## src/hw/i3c_target_consts.svh

```systemverilog
// I3C standby target constants for queue words and input synchronizers
`ifndef I3C_TARGET_CONSTS_SVH
`define I3C_TARGET_CONSTS_SVH

// Width of one TTI queue word
`define TTI_DATA_WIDTH 32

// Bus bytes packed into one queue word
`define TTI_BYTES_PER_WORD 4

// Flops on the sampled SCL/SDA lines
`define SYNC_STAGES 2

`endif

```

## src/hw/i3c_target_pkg.sv

```systemverilog
// I3C standby target types for bytes moved between the bus FSM and the data flow
`default_nettype none
`include "i3c_target_consts.svh"

package i3c_target_pkg;

  localparam int unsigned bus_byte_w = `TTI_DATA_WIDTH / `TTI_BYTES_PER_WORD;

  // Address header, first byte after a START
  typedef struct packed {
    logic [6:0] addr;
    logic       rnw;
  } bus_hdr_t;

  // Same bus byte seen as header or as plain data
  typedef union packed {
    bus_hdr_t              hdr;
    logic [bus_byte_w-1:0] raw;
  } bus_byte_u;

endpackage

`default_nettype wire

```

## src/hw/bus_monitor.sv

```systemverilog
// Bus monitor that synchronizes SCL/SDA and flags START, STOP and SCL edges
`timescale 1ns/1ps
`default_nettype none
`include "i3c_target_consts.svh"

module bus_monitor (
  input  logic clk_i,
  input  logic rst_n_i,
  input  logic enable_i,
  input  logic scl_i,
  input  logic sda_i,
  output logic start_det_o,
  output logic stop_det_o,
  output logic scl_rise_o,
  output logic scl_fall_o,
  output logic sda_sync_o
);

  logic [`SYNC_STAGES-1:0] scl_sync_q;
  logic [`SYNC_STAGES-1:0] sda_sync_q;
  logic                    scl_q;
  logic                    sda_q;
  logic                    scl_s;
  logic                    sda_s;

  assign scl_s = scl_sync_q[`SYNC_STAGES-1];
  assign sda_s = sda_sync_q[`SYNC_STAGES-1];

  // Level that matches the edge pulses below
  assign sda_sync_o = sda_q;

  always_ff @(posedge clk_i or negedge rst_n_i) begin
    if (!rst_n_i) begin
      // Idle bus has both lines high
      scl_sync_q  <= '1;
      sda_sync_q  <= '1;
      scl_q       <= 1'b1;
      sda_q       <= 1'b1;
      start_det_o <= 1'b0;
      stop_det_o  <= 1'b0;
      scl_rise_o  <= 1'b0;
      scl_fall_o  <= 1'b0;
    end else begin
      scl_sync_q  <= {scl_sync_q[`SYNC_STAGES-2:0], scl_i};
      sda_sync_q  <= {sda_sync_q[`SYNC_STAGES-2:0], sda_i};
      scl_q       <= scl_s;
      sda_q       <= sda_s;
      // SDA may only move with SCL high for START/STOP
      start_det_o <= enable_i & scl_s & scl_q & sda_q & ~sda_s;
      stop_det_o  <= enable_i & scl_s & scl_q & ~sda_q & sda_s;
      scl_rise_o  <= enable_i & scl_s & ~scl_q;
      scl_fall_o  <= enable_i & ~scl_s & scl_q;
    end
  end

endmodule

`default_nettype wire

```

## src/hw/i3c_target_fsm.sv

```systemverilog
// I3C target bit engine for header match, write/read bytes and the ninth bit
`timescale 1ns/1ps
`default_nettype none
`include "i3c_target_consts.svh"

module i3c_target_fsm
  import i3c_target_pkg::*;
(
  input  logic       clk_i,
  input  logic       rst_n_i,
  input  logic       enable_i,
  input  logic       start_det_i,
  input  logic       stop_det_i,
  input  logic       scl_rise_i,
  input  logic       scl_fall_i,
  input  logic       sda_i,
  input  logic [6:0] static_addr_i,
  input  logic [6:0] dyn_addr_i,
  input  logic       dyn_addr_valid_i,
  input  logic       rx_byte_ready_i,
  input  logic       tx_byte_valid_i,
  input  bus_byte_u  tx_byte_i,
  output logic       sda_o,
  output logic       rx_byte_valid_o,
  output bus_byte_u  rx_byte_o,
  output logic       tx_byte_ready_o
);

  localparam logic [2:0] st_idle       = 3'd0;
  localparam logic [2:0] st_header     = 3'd1;
  localparam logic [2:0] st_header_ack = 3'd2;
  localparam logic [2:0] st_wr_byte    = 3'd3;
  localparam logic [2:0] st_wr_ack     = 3'd4;
  localparam logic [2:0] st_rd_byte    = 3'd5;
  localparam logic [2:0] st_rd_ack     = 3'd6;
  localparam logic [2:0] st_ignore     = 3'd7;

  localparam logic [3:0] last_bit = 4'(bus_byte_w);

  logic [2:0]            state_q;
  logic [3:0]            bit_cnt_q;
  bus_byte_u             shift_q;
  logic                  rnw_q;
  logic                  mack_q;
  logic                  byte_done;
  logic                  addr_match;
  logic                  shift_in;
  logic [bus_byte_w-1:0] tx_data;

  // Falling SCL that closes the eighth bit
  assign byte_done = scl_fall_i && (bit_cnt_q == last_bit);

  assign addr_match = (shift_q.hdr.addr == static_addr_i) ||
                      (dyn_addr_valid_i && (shift_q.hdr.addr == dyn_addr_i));

  assign shift_in = scl_rise_i && ((state_q == st_header) || (state_q == st_wr_byte));

  assign rx_byte_valid_o = (state_q == st_wr_byte) && byte_done;
  assign rx_byte_o       = shift_q;

  // Next byte is needed at the fall that ends an ACK phase
  assign tx_byte_ready_o = scl_fall_i &&
                           (((state_q == st_header_ack) && rnw_q) ||
                            ((state_q == st_rd_ack) && mack_q));

  // Released SDA when nothing to send
  assign tx_data = tx_byte_valid_i ? tx_byte_i.raw : '1;

  always_ff @(posedge clk_i) begin
    if (shift_in) begin
      shift_q.raw <= {shift_q.raw[bus_byte_w-2:0], sda_i};
    end else if (tx_byte_ready_o) begin
      shift_q.raw <= {tx_data[bus_byte_w-2:0], 1'b1};
    end else if (scl_fall_i && (state_q == st_rd_byte) && (bit_cnt_q != last_bit)) begin
      shift_q.raw <= {shift_q.raw[bus_byte_w-2:0], 1'b1};
    end
  end

  always_ff @(posedge clk_i or negedge rst_n_i) begin
    if (!rst_n_i) begin
      state_q   <= st_idle;
      bit_cnt_q <= '0;
      rnw_q     <= 1'b0;
      mack_q    <= 1'b0;
      sda_o     <= 1'b1;
    end else if (!enable_i || stop_det_i) begin
      state_q <= st_idle;
      sda_o   <= 1'b1;
    end else if (start_det_i) begin
      // START and repeated START both restart the header
      state_q   <= st_header;
      bit_cnt_q <= '0;
      sda_o     <= 1'b1;
    end else begin
      case (state_q)
        st_header: begin
          if (scl_rise_i) begin
            bit_cnt_q <= bit_cnt_q + 4'd1;
          end else if (byte_done) begin
            rnw_q <= shift_q.hdr.rnw;
            if (addr_match) begin
              state_q <= st_header_ack;
              sda_o   <= 1'b0;
            end else begin
              state_q <= st_ignore;
            end
          end
        end
        st_header_ack: begin
          if (scl_fall_i) begin
            if (rnw_q) begin
              state_q   <= st_rd_byte;
              bit_cnt_q <= 4'd1;
              sda_o     <= tx_data[bus_byte_w-1];
            end else begin
              state_q   <= st_wr_byte;
              bit_cnt_q <= '0;
              sda_o     <= 1'b1;
            end
          end
        end
        st_wr_byte: begin
          if (scl_rise_i) begin
            bit_cnt_q <= bit_cnt_q + 4'd1;
          end else if (byte_done) begin
            // NACK when the flow cannot take the byte
            state_q <= st_wr_ack;
            sda_o   <= ~rx_byte_ready_i;
          end
        end
        st_wr_ack: begin
          if (scl_fall_i) begin
            state_q   <= st_wr_byte;
            bit_cnt_q <= '0;
            sda_o     <= 1'b1;
          end
        end
        st_rd_byte: begin
          if (byte_done) begin
            state_q <= st_rd_ack;
            sda_o   <= 1'b1;
          end else if (scl_fall_i) begin
            bit_cnt_q <= bit_cnt_q + 4'd1;
            sda_o     <= shift_q.raw[bus_byte_w-1];
          end
        end
        st_rd_ack: begin
          if (scl_rise_i) begin
            mack_q <= ~sda_i;
          end else if (scl_fall_i) begin
            if (mack_q) begin
              state_q   <= st_rd_byte;
              bit_cnt_q <= 4'd1;
              sda_o     <= tx_data[bus_byte_w-1];
            end else begin
              // Master NACK ends the read
              state_q <= st_ignore;
            end
          end
        end
        default: begin
          // Idle and ignore wait for the next START
        end
      endcase
    end
  end

endmodule

`default_nettype wire

```

## src/hw/flow_standby_i3c.sv

```systemverilog
// Data flow that packs RX bytes into queue words and unpacks TX words into bytes
`timescale 1ns/1ps
`default_nettype none
`include "i3c_target_consts.svh"

module flow_standby_i3c
  import i3c_target_pkg::*;
(
  input  logic                       clk_i,
  input  logic                       rst_n_i,
  input  logic                       start_det_i,
  input  logic                       stop_det_i,
  input  logic                       rx_byte_valid_i,
  input  bus_byte_u                  rx_byte_i,
  input  logic                       tx_byte_ready_i,
  input  logic                       rx_queue_wready_i,
  input  logic                       tx_queue_rvalid_i,
  input  logic [`TTI_DATA_WIDTH-1:0] tx_queue_rdata_i,
  output logic                       rx_byte_ready_o,
  output logic                       tx_byte_valid_o,
  output bus_byte_u                  tx_byte_o,
  output logic                       rx_queue_wvalid_o,
  output logic [`TTI_DATA_WIDTH-1:0] rx_queue_wdata_o,
  output logic                       tx_queue_rready_o
);

  localparam int unsigned idx_w = $clog2(`TTI_BYTES_PER_WORD);
  localparam logic [idx_w-1:0] last_idx = idx_w'(`TTI_BYTES_PER_WORD - 1);

  logic [`TTI_DATA_WIDTH-1:0] rx_word_q;
  logic [idx_w-1:0]           rx_idx_q;
  logic                       rx_wvalid_q;

  logic [`TTI_DATA_WIDTH-1:0] tx_word_q;
  logic [idx_w-1:0]           tx_idx_q;
  logic                       tx_word_valid_q;
  logic                       tx_req_q;
  logic                       tx_load;

  // No new bytes while a packed word waits
  assign rx_byte_ready_o   = ~rx_wvalid_q;
  assign rx_queue_wvalid_o = rx_wvalid_q;
  assign rx_queue_wdata_o  = rx_word_q;

  always_ff @(posedge clk_i or negedge rst_n_i) begin
    if (!rst_n_i) begin
      rx_word_q   <= '0;
      rx_idx_q    <= '0;
      rx_wvalid_q <= 1'b0;
    end else if (rx_wvalid_q) begin
      if (rx_queue_wready_i) begin
        // Cleared so a later partial word is zero padded
        rx_word_q   <= '0;
        rx_wvalid_q <= 1'b0;
      end
    end else if (rx_byte_valid_i) begin
      rx_word_q[rx_idx_q*bus_byte_w +: bus_byte_w] <= rx_byte_i.raw;
      rx_idx_q    <= rx_idx_q + 1'b1;
      rx_wvalid_q <= (rx_idx_q == last_idx);
    end else if ((start_det_i || stop_det_i) && (rx_idx_q != '0)) begin
      // Transfer ended mid word
      rx_idx_q    <= '0;
      rx_wvalid_q <= 1'b1;
    end
  end

  assign tx_queue_rready_o = tx_req_q;
  assign tx_load           = tx_req_q && tx_queue_rvalid_i;
  assign tx_byte_valid_o   = tx_word_valid_q;
  assign tx_byte_o         = bus_byte_u'(tx_word_q[tx_idx_q*bus_byte_w +: bus_byte_w]);

  always_ff @(posedge clk_i or negedge rst_n_i) begin
    if (!rst_n_i) begin
      tx_word_valid_q <= 1'b0;
      tx_idx_q        <= '0;
      tx_req_q        <= 1'b0;
    end else if (tx_load) begin
      tx_word_valid_q <= 1'b1;
      tx_idx_q        <= '0;
      tx_req_q        <= 1'b0;
    end else if (tx_word_valid_q) begin
      if (stop_det_i && (tx_idx_q != '0)) begin
        // Drop what is left of a word already started
        tx_word_valid_q <= 1'b0;
        tx_idx_q        <= '0;
      end else if (tx_byte_ready_i) begin
        tx_idx_q <= tx_idx_q + 1'b1;
        if (tx_idx_q == last_idx) begin
          tx_word_valid_q <= 1'b0;
          tx_req_q        <= 1'b1;
        end
      end
    end else if (start_det_i) begin
      // Empty at START, fetch ahead of a possible read
      tx_req_q <= 1'b1;
    end
  end

  always_ff @(posedge clk_i) begin
    if (tx_load) begin
      tx_word_q <= tx_queue_rdata_i;
    end
  end

endmodule

`default_nettype wire

```

## src/hw/controller_standby_i3c.sv

```systemverilog
// Standby I3C controller top that answers as a target while another controller drives
`timescale 1ns/1ps
`default_nettype none
`include "i3c_target_consts.svh"

module controller_standby_i3c
  import i3c_target_pkg::*;
(
  input  logic                       clk_i,
  input  logic                       rst_n_i,
  input  logic                       i3c_standby_en_i,
  input  logic                       ctrl_scl_i,
  input  logic                       ctrl_sda_i,
  input  logic [6:0]                 static_addr_i,
  input  logic [6:0]                 dyn_addr_i,
  input  logic                       dyn_addr_valid_i,
  input  logic                       rx_queue_wready_i,
  input  logic                       tx_queue_rvalid_i,
  input  logic [`TTI_DATA_WIDTH-1:0] tx_queue_rdata_i,
  output logic                       ctrl_sda_o,
  output logic                       rx_queue_wvalid_o,
  output logic [`TTI_DATA_WIDTH-1:0] rx_queue_wdata_o,
  output logic                       tx_queue_rready_o
);

  logic      start_det;
  logic      stop_det;
  logic      scl_rise;
  logic      scl_fall;
  logic      sda_sync;

  logic      rx_byte_valid;
  bus_byte_u rx_byte;
  logic      rx_byte_ready;
  logic      tx_byte_valid;
  bus_byte_u tx_byte;
  logic      tx_byte_ready;

  bus_monitor xbus_monitor (
    .clk_i       (clk_i),
    .rst_n_i     (rst_n_i),
    .enable_i    (i3c_standby_en_i),
    .scl_i       (ctrl_scl_i),
    .sda_i       (ctrl_sda_i),
    .start_det_o (start_det),
    .stop_det_o  (stop_det),
    .scl_rise_o  (scl_rise),
    .scl_fall_o  (scl_fall),
    .sda_sync_o  (sda_sync)
  );

  i3c_target_fsm xi3c_target_fsm (
    .clk_i            (clk_i),
    .rst_n_i          (rst_n_i),
    .enable_i         (i3c_standby_en_i),
    .start_det_i      (start_det),
    .stop_det_i       (stop_det),
    .scl_rise_i       (scl_rise),
    .scl_fall_i       (scl_fall),
    .sda_i            (sda_sync),
    .static_addr_i    (static_addr_i),
    .dyn_addr_i       (dyn_addr_i),
    .dyn_addr_valid_i (dyn_addr_valid_i),
    .rx_byte_ready_i  (rx_byte_ready),
    .tx_byte_valid_i  (tx_byte_valid),
    .tx_byte_i        (tx_byte),
    .sda_o            (ctrl_sda_o),
    .rx_byte_valid_o  (rx_byte_valid),
    .rx_byte_o        (rx_byte),
    .tx_byte_ready_o  (tx_byte_ready)
  );

  // Repeated START also closes a partial RX word
  flow_standby_i3c xflow_standby_i3c (
    .clk_i             (clk_i),
    .rst_n_i           (rst_n_i),
    .start_det_i       (start_det),
    .stop_det_i        (stop_det),
    .rx_byte_valid_i   (rx_byte_valid),
    .rx_byte_i         (rx_byte),
    .tx_byte_ready_i   (tx_byte_ready),
    .rx_queue_wready_i (rx_queue_wready_i),
    .tx_queue_rvalid_i (tx_queue_rvalid_i),
    .tx_queue_rdata_i  (tx_queue_rdata_i),
    .rx_byte_ready_o   (rx_byte_ready),
    .tx_byte_valid_o   (tx_byte_valid),
    .tx_byte_o         (tx_byte),
    .rx_queue_wvalid_o (rx_queue_wvalid_o),
    .rx_queue_wdata_o  (rx_queue_wdata_o),
    .tx_queue_rready_o (tx_queue_rready_o)
  );

endmodule

`default_nettype wire

```

## config.mk

```make
export PLATFORM = sky130hd
export DESIGN_NAME = controller_standby_i3c
export DESIGN_NICKNAME = d
export VERILOG_FILES = /design/src/hw/i3c_target_pkg.sv /design/src/hw/bus_monitor.sv /design/src/hw/i3c_target_fsm.sv /design/src/hw/flow_standby_i3c.sv /design/src/hw/controller_standby_i3c.sv
export VERILOG_INCLUDE_DIRS = /design/src /design/src/hw
export SDC_FILE = /design/constraint.sdc
export NUM_CORES = 1
export LEC_CHECK = 0
export ABC_CLOCK_PERIOD_IN_PS = 1700
export BUFFER_PORTS_ARGS = -buffer_cell sky130_fd_sc_hd__buf_2
export CELL_PAD_IN_SITES_DETAIL_PLACEMENT = 0
export CELL_PAD_IN_SITES_GLOBAL_PLACEMENT = 2
export CORE_MARGIN = 10
export CORE_UTILIZATION = 32
export CTS_CLUSTER_DIAMETER = 100
export DETAILED_ROUTE_END_ITERATION = 8
export GPL_TIMING_DRIVEN = 0
export HOLD_SLACK_MARGIN = 0.15
export PLACE_DENSITY_LB_ADDON = 0.1
export REMOVE_ABC_BUFFERS = 1
export SYNTH_ARGS = -nofsm -noshare
export SYNTH_HDL_FRONTEND = slang
export SYNTH_SLANG_ARGS = --single-unit
```

## constraint.sdc

```tcl
create_clock -name clk_i -period 1.7 [get_ports clk_i]
set_input_delay 0.425 -clock clk_i [delete_from_list [all_inputs] [get_ports clk_i]]
set_output_delay 0.425 -clock clk_i [all_outputs]
set_load 0.01 [all_outputs]
```

# == Word level (Yosys, flattened, before mapping) ==
# Cells that the tools add are included.
# word_totals
register_bits,99
latch_bits,0
ram_bits,0
romBits,0
inputBits,54
out_inout_bits,35
word_cells,190
n_memories,0
# op_classes
n_addsub,4
mul,0
div_mod_pow,0
order_cmp,0
n_eq_ne,36
shifts,3
muxes,71
bitwise_logic,17
reduce_logical,38
# op_table
op,count
$mux W32,3
$mux W3,13
$mux W4,9
$neg A5 Y34,1
$shift A8 B34 Y32 const A,1
$shiftx A8 B34 Y32,1
$bwmux W32,1
$mux W8,4
$shiftx A32 B6 Y8,1
$mux W1,31
$ne A3 B3 Y1 const B,9
$ne A4 B3 Y1 const B,6
$ne A4 B4 Y1 const B,6
$pmux W4 S5,1
$reduce_and A10 Y1,2
$pmux W3 S6,1
$eq A7 B7 Y1,2
$mux W2,7
$logic_and A1 B1 Y1,12
$reduce_and A12 Y1,1
$reduce_bool A2 Y1,5
$and A1 B1 Y1,9
$eq A3 B3 Y1 const B,3
$reduce_bool A3 Y1,3
20 further kinds,37

# == Logic depth before layout (Yosys ltp) ==
# Gate-level depths: netlist of the first run.
# logic_depth
depth_word,9
depth_mapped,9
ltp_nobuf,8

# == Modules after synthesis ==
# A second synthesis of the first run with hierarchy kept.
# unflattened
cells_unflattened,381
hier_area_um2,4887.2
# by_module_without_submodules
module,instances,cells_each,area_per_inst_um2,seq_area_each_um2
flow_standby_i3c,1,201,3146.8,1936.9
i3c_target_fsm,1,163,1432.6,491.7
bus_monitor,1,17,307.8,257.7

# == Worst setup path before layout of the first run ==
# Ideal clock, no wire load.
# synth_path
path_kind,input-to-reg
from,input tx_queue_rvalid_i
to,register xflow_standby_i3c.tx_word_q[0] (enable)
setup_ps,404
arrival_time_ps,1515
setup_slack_ps,-219
cell_stages,2
n_path_buf,1
path_cell_list,and2_1 clkbuf_1
# synth_between
elab_chain_len,1
# synth_lines
element,line,source
"start, declared",controller_standby_i3c.sv:18,"input logic tx_queue_rvalid_i,"
$logic_and A1 B1 Y1,flow_standby_i3c.sv:68,assign tx_load = tx_req_q && tx_queue_rvalid_i;
net xflow_standby_i3c.tx_load,flow_standby_i3c.sv:38,logic tx_load;
"end signal, assigned",flow_standby_i3c.sv:101,tx_word_q <= tx_queue_rdata_i;
"end, declared",flow_standby_i3c.sv:34,logic [`TTI_DATA_WIDTH-1:0] tx_word_q;
# The timed path passes the listed nets, and every way through them passes these cells.
# A chain may end at the register's enable or synchronous reset.

# == Worst setup path in the final report of the first run ==
# layout_path
from,register xi3c_target_fsm.bit_cnt_q[1]
to,"register xflow_standby_i3c.rx_word_q[19], in the netlist xflow_standby_i3c.rx_queue_wdata_o[19]"
# layout_between
elab_chain_len,5
# layout_lines
element,line,source
"start, declared",i3c_target_fsm.sv:41,logic [3:0] bit_cnt_q;
"start signal, assigned",i3c_target_fsm.sv:98,bit_cnt_q <= bit_cnt_q + 4'd1;
"start signal, assigned",i3c_target_fsm.sv:124,bit_cnt_q <= bit_cnt_q + 4'd1;
"start signal, assigned",i3c_target_fsm.sv:143,bit_cnt_q <= bit_cnt_q + 4'd1;
$eq A4 B4 Y1,i3c_target_fsm.sv:51,assign byte_done = scl_fall_i && (bit_cnt_q == last_bit);
$logic_and A1 B1 Y1,i3c_target_fsm.sv:51,
$logic_and A1 B1 Y1,i3c_target_fsm.sv:58,assign rx_byte_valid_o = (state_q == st_wr_byte) && byte_done;
$reduce_bool A2 Y1 (no source line),--,
$reduce_and A2 Y1 (no source line),--,
"end signal, assigned by index",flow_standby_i3c.sv:57,rx_word_q[rx_idx_q*bus_byte_w +: bus_byte_w] <= rx_byte_i.raw;
"end, declared",flow_standby_i3c.sv:30,logic [`TTI_DATA_WIDTH-1:0] rx_word_q;
# Every way passes these cells.

==> report_table.html, run 1 <==
<table>
<tr><th>Metric</th><th>Value</th></tr>
<tr><th colspan="2">Global route</th></tr>
<tr><td>Maximum number of pins on one net before global-route repair</td><td>60</td></tr>
<tr><td>Total track usage</td><td>12.6%</td></tr>
<tr><td>Congestion Overflow GR</td><td>0</td></tr>
<tr><td>Antenna violations before repair</td><td>0</td></tr>
<tr><td>Global-route wire length before repair</td><td>19.8 mm</td></tr>
<tr><td>Via count of the first global-routing pass</td><td>3458</td></tr>
<tr><th colspan="2">Placement</th></tr>
<tr><td>GPL Wtd Cong</td><td>0.775</td></tr>
<tr><td>Half-perimeter wire length after placement</td><td>8.43 mm</td></tr>
<tr><td>DP Worst Slack</td><td>-539 ps</td></tr>
<tr><td>Number of buffers inserted by port buffering</td><td>88</td></tr>
<tr><td>Placed cells</td><td>655</td></tr>
<tr><th colspan="2">Pwr</th></tr>
<tr><td>Reg power frac</td><td>50.1%</td></tr>
<tr><td>Highest ir drop seen on vdd</td><td>0.492 mV</td></tr>
<tr><td>Switching power of the nets</td><td>1.26 mW</td></tr>
<tr><td>Static Leakage</td><td>2.55 nW</td></tr>
<tr><td>Power share of the combinational group</td><td>8.7%</td></tr>
<tr><td>Cell internal power dissipation</td><td>4.30 mW</td></tr>
<tr><td>Power Density</td><td>905 nW/um^2</td></tr>
<tr><td>Relative contribution of the clock network to total power</td><td>41.1%</td></tr>
<tr><td>Switching power as a share of total power</td><td>22.6%</td></tr>
<tr><th colspan="2">Setup path</th></tr>
<tr><td>Category of cells accounting for the largest share of critical-path delay</td><td>simple AND/OR/NAND/NOR gates</td></tr>
<tr><td>Total stage count of the critical path</td><td>9</td></tr>
<tr><td>R2R depth</td><td>9</td></tr>
<tr><td>Sort of element at the end of the critical path</td><td>flip-flop</td></tr>
<tr><td>Terminus of the critical flop-to-flop path</td><td>xflow_standby_i3c.rx_queue_wdata_o[19]$_DFFE_PN0P_</td></tr>
<tr><td>Origin of the worst setup path</td><td>xi3c_target_fsm.bit_cnt_q[1]$_DFFE_PN0P_</td></tr>
<tr><td>Crit path DAT</td><td>1980 ps</td></tr>
<tr><td>CP startpoint kind</td><td>flip-flop</td></tr>
<tr><td>Cell with the most instances on the worst path</td><td>sky130_fd_sc_hd__buf_12</td></tr>
<tr><td>Sum of buffers and inverters on the critical path</td><td>3</td></tr>
<tr><td>Critical path start-end classification</td><td>flip-flop to flip-flop</td></tr>
<tr><td>Required time at the worst-slack endpoint</td><td>1920 ps</td></tr>
<tr><td>Last element of the critical path</td><td>xflow_standby_i3c.rx_queue_wdata_o[19]$_DFFE_PN0P_</td></tr>
<tr><td>Critical Path, Cell by Cell</td><td>inv_2 -&gt; ha_4 -&gt; and4b_2 -&gt; nand3_4 -&gt; nor2_8 -&gt; buf_12 -&gt; buf_12 -&gt; a21oi_4 -&gt; o21ai_1</td></tr>
<tr><td>Slowest cell delay on critical path</td><td>370 ps</td></tr>
<tr><td>Max FO, Critical Path</td><td>8</td></tr>
<tr><td>Setup slack, reg-to-reg</td><td>-60 ps</td></tr>
<tr><td>Cell with the biggest individual delay on the critical path</td><td>sky130_fd_sc_hd__dfrtp_1</td></tr>
<tr><td>R2R Path Start</td><td>xi3c_target_fsm.bit_cnt_q[1]$_DFFE_PN0P_</td></tr>
<tr><th colspan="2">Routing</th></tr>
<tr><td>Vias per cell</td><td>4.79</td></tr>
<tr><td>Routed wirelength normalized by instance count</td><td>17.6 um</td></tr>
<tr><td>Initial DRT Pass Iterations</td><td>4</td></tr>
<tr><td>Vias post-DR</td><td>3445</td></tr>
<tr><td># DRC</td><td>0</td></tr>
<tr><td>Iter 0 DRT Violations</td><td>205</td></tr>
<tr><td>Residual antenna-violating net count after detailed routing</td><td>0</td></tr>
<tr><td>Final wirelength</td><td>12.6 mm</td></tr>
<tr><th colspan="2">STA</th></tr>
<tr><td>Worst hold slack</td><td>169 ps</td></tr>
<tr><td>Crit share post-route</td><td>103%</td></tr>
<tr><td>Peak Freq</td><td>569 MHz</td></tr>
<tr><td>Hold violation count in the final report</td><td>0</td></tr>
<tr><td>Number of pins exceeding their max-slew limit in the final report</td><td>0</td></tr>
<tr><td>Clock Skew</td><td>6.20 ps</td></tr>
<tr><td>Slew at the pin closest to its max-slew limit</td><td>805 ps</td></tr>
<tr><td>Min cycle time layout</td><td>1760 ps</td></tr>
<tr><td>Setup repair after global routing missed its margin</td><td>true</td></tr>
<tr><td>Slack of the critical path</td><td>-58.2 ps</td></tr>
<tr><td>Sum of negative setup slack</td><td>-692 ps</td></tr>
<tr><td>Max_slew headroom</td><td>46.3%</td></tr>
<tr><td>Count of final setup violators</td><td>19</td></tr>
<tr><th colspan="2">Status</th></tr>
<tr><td>Violated checks</td><td>setup timing</td></tr>
<tr><td>Outcome</td><td>finished, violations left</td></tr>
<tr><th colspan="2">Yosys</th></tr>
<tr><td>Number of enable-type register cells in the synthesized netlist</td><td>40</td></tr>
<tr><td>Number of instances in the synthesized netlist</td><td>407</td></tr>
<tr><td>Synth cell types</td><td>61</td></tr>
<tr><td>Portion of the post-synthesis area used by sequential elements</td><td>57.4%</td></tr>
<tr><td>Main synth FF type</td><td>sky130_fd_sc_hd__dfrtp_1</td></tr>
<tr><td>Share of async-settable or async-resettable flops after synthesis</td><td>59.6%</td></tr>
<tr><td>Number of storage elements in the synthesis netlist</td><td>99</td></tr>
<tr><td>Mean post-synth cell area</td><td>11.5 um^2</td></tr>
<tr><td>Combined area of all synthesized cells</td><td>4680 um^2</td></tr>
<tr><td>Synthesis warning total</td><td>0</td></tr>
<tr><th colspan="2">Clocking</th></tr>
<tr><td>CTS Root Buffer Type</td><td>sky130_fd_sc_hd__clkbuf_16</td></tr>
<tr><td>Insertion delay of the later-clocked pin in the worst-skew pair</td><td>340 ps</td></tr>
<tr><td>Clock buffer count from CTS</td><td>9</td></tr>
<tr><td>Htree depth</td><td>3</td></tr>
<tr><td>Clock tree from TritonCTS</td><td>done</td></tr>
<tr><td>Maximum number of buffers from clock root to sink</td><td>2</td></tr>
<tr><td>Clock-pin slew reported for the worst setup and hold paths after clock tree synthesis</td><td>70 ps</td></tr>
<tr><td>Clock tree sinks</td><td>99</td></tr>
<tr><th colspan="2">Layout</th></tr>
<tr><td>Final antenna diode count</td><td>0</td></tr>
<tr><td>Fraction of the core area covered by cells at the end of the flow</td><td>42.6%</td></tr>
<tr><td>Number of nets in the final layout</td><td>592</td></tr>
<tr><td>Final cell count without fillers</td><td>719</td></tr>
<tr><td>Share of layout cells above drive strength 1</td><td>40.2%</td></tr>
<tr><td>Signed area change from the synthesized netlist to the final layout</td><td>31.3%</td></tr>
<tr><th colspan="2">Floorplan</th></tr>
<tr><td>Number of primary I/O pins</td><td>89</td></tr>
<tr><td>Core region area</td><td>14400 um^2</td></tr>
<tr><td>Full die area</td><td>19900 um^2</td></tr>
<tr><td>Chip width</td><td>141 um</td></tr>
<tr><td>Core Rows</td><td>44</td></tr>
<tr><td>Die boundary height</td><td>141 um</td></tr>
<tr><td>Initial cell density of the core</td><td>32.4%</td></tr>
<tr><th colspan="2">Min path</th></tr>
<tr><td>Type of the worst min-delay path</td><td>input port to async pin</td></tr>
<tr><th colspan="2">Run</th></tr>
<tr><td>Max-cap violations</td><td>0</td></tr>
</table>
[repair_timing]
item / CTS / global route
gates cloned: 3 / 0
hold buffers: 0 / 0
endpoints found under the setup margin: 63 / 58
setup buffers: 26 / 23
pin swaps: 22 / 34
resized for setup: 24 / 22
hold endpoints to repair: 0 / 0
[Yosys cell counts (all sizes together), types with 3 or more instances]
cell / n / area, um^2
nand3: 6 / 42.5
ha: 8 / 100
a31oi: 3 / 18.8
nor3b: 4 / 41.3
dfstp: 7 / 184
inv: 13 / 48.8
nor2b: 4 / 25.0
nor3: 4 / 20.0
o22a: 7 / 61.3
a21o: 3 / 22.5
edfxtp: 40 / 1200
a22oi: 3 / 27.5
mux4: 8 / 180
nand2b: 7 / 43.8
dfrtp: 52 / 1300
o21ai: 44 / 220
nand4: 3 / 18.8
and2: 6 / 37.5
xnor2: 10 / 87.6
xor2: 4 / 35.0
o31ai: 3 / 22.5
nand2: 73 / 277
a21oi: 18 / 128
nor2: 22 / 98.9
buf: 23 / 146
nand3b: 4 / 30.0
[worst min path at each step]
| stage | cells after the start | slack, ps | endpoint |
|---|---|---|---|
| global route | 1 | 160 | xbus_monitor.scl_sync_q[0]$_DFF_PN1_ |
| floorplan | 0 | 130 | xbus_monitor.scl_fall_o$_DFF_PN0_ |
| global placement | 0 | 350 | xbus_monitor.scl_sync_q[1]$_DFF_PN1_ |
| detailed placement | 0 | 350 | xbus_monitor.sda_sync_q[1]$_DFF_PN1_ |
| finish | 1 | 170 | xflow_standby_i3c.rx_queue_wdata_o[9]$_DFFE_PN0P_ |
| CTS | 1 | 160 | xbus_monitor.scl_sync_q[0]$_DFF_PN1_ |
[layout by cell type (no fill, tap or decap), types with 8 or more instances in the layout]
cell and instances:
sky130_fd_sc_hd__nand2_1 71, sky130_fd_sc_hd__dfrtp_1 44, sky130_fd_sc_hd__clkbuf_16 9, sky130_fd_sc_hd__buf_4 39
sky130_fd_sc_hd__o21ai_1 42, sky130_fd_sc_hd__nor2_1 17, sky130_fd_sc_hd__buf_2 89, sky130_fd_sc_hd__a21oi_1 14
sky130_fd_sc_hd__mux4_2 8, sky130_fd_sc_hd__edfxtp_1 40, sky130_fd_sc_hd__inv_1 11, sky130_fd_sc_hd__xnor2_1 10
[flip-flops by register name, summed over array words and instances (netlist names), 2 cells and up]
name                                cells
xflow_standby_i3c.rx_queue_wdata_o     32
xflow_standby_i3c.tx_word_q            32
xi3c_target_fsm.rx_byte_o               8
xi3c_target_fsm.bit_cnt_q               4
xi3c_target_fsm.state_q                 3
xbus_monitor.scl_sync_q                 2
xbus_monitor.sda_sync_q                 2
xflow_standby_i3c.rx_idx_q              2
xflow_standby_i3c.tx_idx_q              2
[routing by layer]
| metal | global-route usage, % | vias up | part of all wire (%) |
|---|---|---|---|
| met1 | 17.1 | 1643 | 48 |
| met3 | 3.36 | 14 | 5.3 |
| met4 | 5.71 | 0 | 2.3 |
| li1 | - | 1697 | - |
| met2 | 18.2 | 91 | 44 |
| met5 | 0 | - | 0 |
[stage by stage]
stage / cell area [um^2] / total power [mW]
after floorplan: 4520 / 3.06
after global placement: 5190 / 3.27
after detailed placement: 5220 / 3.31
after CTS: 5890 / 5.62
after global routing: 6140 / 5.83
final: 6140 / 5.56
[final cells by class]
class | count | area (um^2)
inverter | 13 | 48.8
clock buffer | 11 | 253
tap | 184 | 230
multi-input combinational | 273 | 1970
sequential | 99 | 2700
clock inverter | 5 | 83.8
fill | 1405 | 8280
timing repair buffer | 134 | 851
[cells by family (layout without fill, tap and decap cells)]
kind of cell             after synthesis  in the layout  share of synthesized area, %
AND/OR/NAND/NOR                      145            145                          15.9
adder cells (fa/ha/maj)                8              8                          2.14
XOR/XNOR                              14             14                          2.62
multiplexers                          11             11                          4.55
buffers and inverters                 38            163                          4.33
AO/OA/AOI/OAI                         92             95                          13.0
flip-flops                            99             99                          57.4
[power groups by stage]
stage	combinational [mW]	sequential, mW	clock, mW
3_3_place_gp	0.428	2.84	0
5_1_grt	0.540	2.81	2.47
4_1_cts	0.478	2.79	2.36
2_1_floorplan	0.239	2.82	0
6_report	0.484	2.79	2.29
3_5_place_dp	0.471	2.84	0
No activity file was read; power rests on OpenSTA's default activity.
==> inputs of run 2 (changes only) <==
CORE_UTILIZATION = 35   (was 32)
CTS_BUF_LIST = sky130_fd_sc_hd__clkbuf_8   (was not set)
SYNTH_HIERARCHICAL = 1   (was not set)
==> report_table.html, run 2 <==
<table>
<tr><th>Metric</th><th>Value</th></tr>
<tr><th colspan="2">Status</th></tr>
<tr><td>Outcome</td><td>finished, violations left</td></tr>
<tr><td>Violated checks</td><td>setup timing</td></tr>
<tr><th colspan="2">Pwr</th></tr>
<tr><td>Static Leakage</td><td>2.70 nW</td></tr>
<tr><td>Power Density</td><td>1030 nW/um^2</td></tr>
<tr><td>Highest ir drop seen on vdd</td><td>0.577 mV</td></tr>
<tr><td>Total Power</td><td>6.32 mW</td></tr>
<tr><th colspan="2">Routing</th></tr>
<tr><td>Initial DRT Pass Iterations</td><td>4</td></tr>
<tr><td>Routed met2 length</td><td>5.83 mm</td></tr>
<tr><td>Met1 WL</td><td>5.96 mm</td></tr>
<tr><td>Routed wirelength normalized by instance count</td><td>18.4 um</td></tr>
<tr><td>Vias per cell</td><td>5.02</td></tr>
<tr><td>Met3 WL post-DR</td><td>585 um</td></tr>
<tr><td>Vias post-DR</td><td>3436</td></tr>
<tr><td>Iter 0 DRT Violations</td><td>171</td></tr>
<tr><td># DRC</td><td>0</td></tr>
<tr><td>Final wirelength</td><td>12.6 mm</td></tr>
<tr><td>Uppermost routed layer</td><td>met4</td></tr>
<tr><td>Residual antenna-violating net count after detailed routing</td><td>0</td></tr>
<tr><th colspan="2">Clocking</th></tr>
<tr><td>CTS Root Buffer Type</td><td>sky130_fd_sc_hd__clkbuf_8</td></tr>
<tr><td>Clock tree from TritonCTS</td><td>done</td></tr>
<tr><td>Insertion delay of the later-clocked pin in the worst-skew pair</td><td>370 ps</td></tr>
<tr><td>Clock buffer count from CTS</td><td>9</td></tr>
<tr><td>Maximum number of buffers from clock root to sink</td><td>2</td></tr>
<tr><td>Clock tree sinks</td><td>99</td></tr>
<tr><td>Htree depth</td><td>3</td></tr>
<tr><td>Clock-pin slew reported for the worst setup and hold paths after clock tree synthesis</td><td>90 ps</td></tr>
<tr><th colspan="2">STA</th></tr>
<tr><td>Number of pins exceeding their max-slew limit in the final report</td><td>0</td></tr>
<tr><td>Clock Skew</td><td>10.2 ps</td></tr>
<tr><td>Min cycle time layout</td><td>1990 ps</td></tr>
<tr><td>Peak Freq</td><td>503 MHz</td></tr>
<tr><td>Setup repair after global routing missed its margin</td><td>true</td></tr>
<tr><td>Max_slew headroom</td><td>47.3%</td></tr>
<tr><td>Slack of the critical path</td><td>-287 ps</td></tr>
<tr><td>Slew at the pin closest to its max-slew limit</td><td>791 ps</td></tr>
<tr><td>Worst hold slack</td><td>137 ps</td></tr>
<tr><td>Hold violation count in the final report</td><td>0</td></tr>
<tr><td>Count of final setup violators</td><td>43</td></tr>
<tr><td>Sum of negative setup slack</td><td>-9430 ps</td></tr>
<tr><td>Crit share post-route</td><td>117%</td></tr>
<tr><th colspan="2">Placement</th></tr>
<tr><td>GPL Wtd Cong</td><td>0.808</td></tr>
<tr><td>Placed cells</td><td>630</td></tr>
<tr><td>DP Worst Slack</td><td>-1050 ps</td></tr>
<tr><td>Half-perimeter wire length after placement</td><td>8.49 mm</td></tr>
<tr><td>Area of placed instances</td><td>5420 um^2</td></tr>
<tr><td>Number of buffers inserted by port buffering</td><td>88</td></tr>
<tr><th colspan="2">Yosys</th></tr>
<tr><td>Number of instances in the synthesized netlist</td><td>381</td></tr>
<tr><td>Main synth FF type</td><td>sky130_fd_sc_hd__dfrtp_1</td></tr>
<tr><td>Mean post-synth cell area</td><td>12.8 um^2</td></tr>
<tr><td>Number of enable-type register cells in the synthesized netlist</td><td>40</td></tr>
<tr><td>Leading post-synthesis cells by instance count</td><td>52 x sky130_fd_sc_hd__dfrtp_1, 40 x sky130_fd_sc_hd__edfxtp_1, 25 x sky130_fd_sc_hd__o21ai_0</td></tr>
<tr><td>Cell accounting for the most synthesized area</td><td>sky130_fd_sc_hd__dfrtp_1</td></tr>
<tr><td>Synth cell types</td><td>69</td></tr>
<tr><td>Synthesis warning total</td><td>6</td></tr>
<tr><td>Combined area of all synthesized cells</td><td>4890 um^2</td></tr>
<tr><td>Portion of the post-synthesis area used by sequential elements</td><td>55.0%</td></tr>
<tr><td>Share of async-settable or async-resettable flops after synthesis</td><td>59.6%</td></tr>
<tr><td>Most frequent cell after synthesis</td><td>sky130_fd_sc_hd__dfrtp_1</td></tr>
<tr><td>Synth top area cells</td><td>sky130_fd_sc_hd__dfrtp_1 27%, sky130_fd_sc_hd__edfxtp_1 25%, sky130_fd_sc_hd__mux2_4 5.2%</td></tr>
<tr><td>Synth top area share</td><td>26.6%</td></tr>
<tr><td>Number of storage elements in the synthesis netlist</td><td>99</td></tr>
<tr><th colspan="2">Run</th></tr>
<tr><td>Max-cap violations</td><td>0</td></tr>
<tr><th colspan="2">Setup path</th></tr>
<tr><td>R2R Path Start</td><td>xi3c_target_fsm/bit_cnt_q[1]$_DFFE_PN0P_</td></tr>
<tr><td>Origin of the worst setup path</td><td>xi3c_target_fsm/bit_cnt_q[1]$_DFFE_PN0P_</td></tr>
<tr><td>Sort of element at the end of the critical path</td><td>flip-flop</td></tr>
<tr><td>Crit path DAT</td><td>2240 ps</td></tr>
<tr><td>Required time at the worst-slack endpoint</td><td>1950 ps</td></tr>
<tr><td>Max FO, Critical Path</td><td>8</td></tr>
<tr><td>CP startpoint kind</td><td>flip-flop</td></tr>
<tr><td>Critical path start-end classification</td><td>flip-flop to flip-flop</td></tr>
<tr><th colspan="2">Global route</th></tr>
<tr><td>Antenna violations before repair</td><td>1</td></tr>
<tr><td>Total track usage</td><td>13.1%</td></tr>
<tr><td>Maximum number of pins on one net before global-route repair</td><td>60</td></tr>
<tr><td>Global-route wire length before repair</td><td>20.4 mm</td></tr>
<tr><td>Via count of the first global-routing pass</td><td>3664</td></tr>
<tr><td>Congestion Overflow GR</td><td>0</td></tr>
<tr><th colspan="2">Min path</th></tr>
<tr><td>Type of the worst min-delay path</td><td>input port to async pin</td></tr>
<tr><th colspan="2">Layout</th></tr>
<tr><td>Final cell count without fillers</td><td>685</td></tr>
<tr><td>Most common library cell in the layout ignoring fill and taps</td><td>sky130_fd_sc_hd__buf_2</td></tr>
<tr><td>Fraction of the core area covered by cells at the end of the flow</td><td>44.6%</td></tr>
<tr><td>Post-route standard cell area excluding fillers</td><td>6150 um^2</td></tr>
<tr><td>Commonest non-fill, non-tap cells in the layout</td><td>87 x sky130_fd_sc_hd__buf_2, 45 x sky130_fd_sc_hd__dfrtp_1, 40 x sky130_fd_sc_hd__edfxtp_1</td></tr>
<tr><td>Share of layout cells above drive strength 1</td><td>44.8%</td></tr>
<tr><td>Number of nets in the final layout</td><td>563</td></tr>
<tr><td>Signed area change from the synthesized netlist to the final layout</td><td>25.8%</td></tr>
<tr><th colspan="2">Floorplan</th></tr>
<tr><td>Number of primary I/O pins</td><td>89</td></tr>
<tr><td>Initial cell density of the core</td><td>35.5%</td></tr>
<tr><td>Chip width</td><td>138 um</td></tr>
<tr><td>Die boundary height</td><td>138 um</td></tr>
<tr><td>Core region area</td><td>13800 um^2</td></tr>
<tr><td>Core Rows</td><td>43</td></tr>
<tr><td>Full die area</td><td>19100 um^2</td></tr>
</table>
[run 2: cell types whose count changed in the layout (fill, tap and decap cells not counted), sizes merged, moves of 5 or more]
cell / before / now
o21ai: 44 / 28
and3: 2 / 18
nand2: 73 / 20
buf: 133 / 122
a22o: 0 / 12
mux2: 2 / 26
a21oi: 21 / 5
o22a: 7 / 0
inv: 14 / 20
nor3b: 4 / 9
[run 2: layout make-up]
| type | count | area, um^2 |
|---|---|---|
| clock inverter | 7 | 73.8 |
| inverter | 18 | 67.6 |
| antenna | 1 | 2.50 |
| clock buffer | 9 | 124 |
| tap | 180 | 225 |
| multi-input combinational | 247 | 2210 |
| timing repair buffer | 124 | 749 |
| sequential | 99 | 2700 |
| fill | 1321 | 7630 |
[run 2: final timing paths]
check / end / slack, ps / depth (start not counted)
max: xflow_standby_i3c/rx_queue_wdata_o[29]$_DFFE_PN0P_ / -290 / 8
min: xi3c_target_fsm/bit_cnt_q[1]$_DFFE_PN0P_ / 140 / 1
max reg2reg: xflow_standby_i3c/rx_queue_wdata_o[29]$_DFFE_PN0P_ / -290 / 8
min reg2reg: xbus_monitor/sda_sync_q[1]$_DFF_PN1_ / 360 / 0
max in group asynchronous: xi3c_target_fsm/state_q[0]$_DFFE_PN0P_ / 990 / 1
min in group clk_i: xflow_standby_i3c/tx_word_q[1]$_DFFE_PP_ / 230 / 1
[run 2: where the power goes]
part | switching, mW | internal (mW)
Sequential | 0.294 | 2.76
Clock | 0.849 | 0.689
Combinational | 0.865 | 0.869
[run 2: cells by family after synthesis]
logic type	share of synthesized area [%]
flops	55.0
mux	11.4
xor+xnor	2.51
fa+ha+maj	2.56
compound gates	11.0
simple gates	13.6
buf+inv	4.02
[run 2: timing repair]
action	in CTS	in global routing
pin swaps	26	5
gates cloned	2	0
gates resized for setup	40	20
endpoints found under the hold margin	2	0
buffers inserted	31	3
endpoints found under the setup margin	95	62
hold buffers	2	0
[run 2: routing by layer]
metal  up-vias  global-route usage (%)
met5         -                       0
met4         0                    5.11
met3        14                    3.22
met2        92                    20.0
met1      1684                    17.6
li1       1646                       -
[run 2: critical path, cell delays in order (launching register included)]
cell and delay [ps]:
sky130_fd_sc_hd__dfrtp_1 400, sky130_fd_sc_hd__inv_2 70, sky130_fd_sc_hd__ha_4 130, sky130_fd_sc_hd__and4b_4 240, sky130_fd_sc_hd__nand2_4 60, sky130_fd_sc_hd__nor2_4 140, sky130_fd_sc_hd__nor2b_4 260, sky130_fd_sc_hd__a22o_4 240
sky130_fd_sc_hd__mux2_4 310
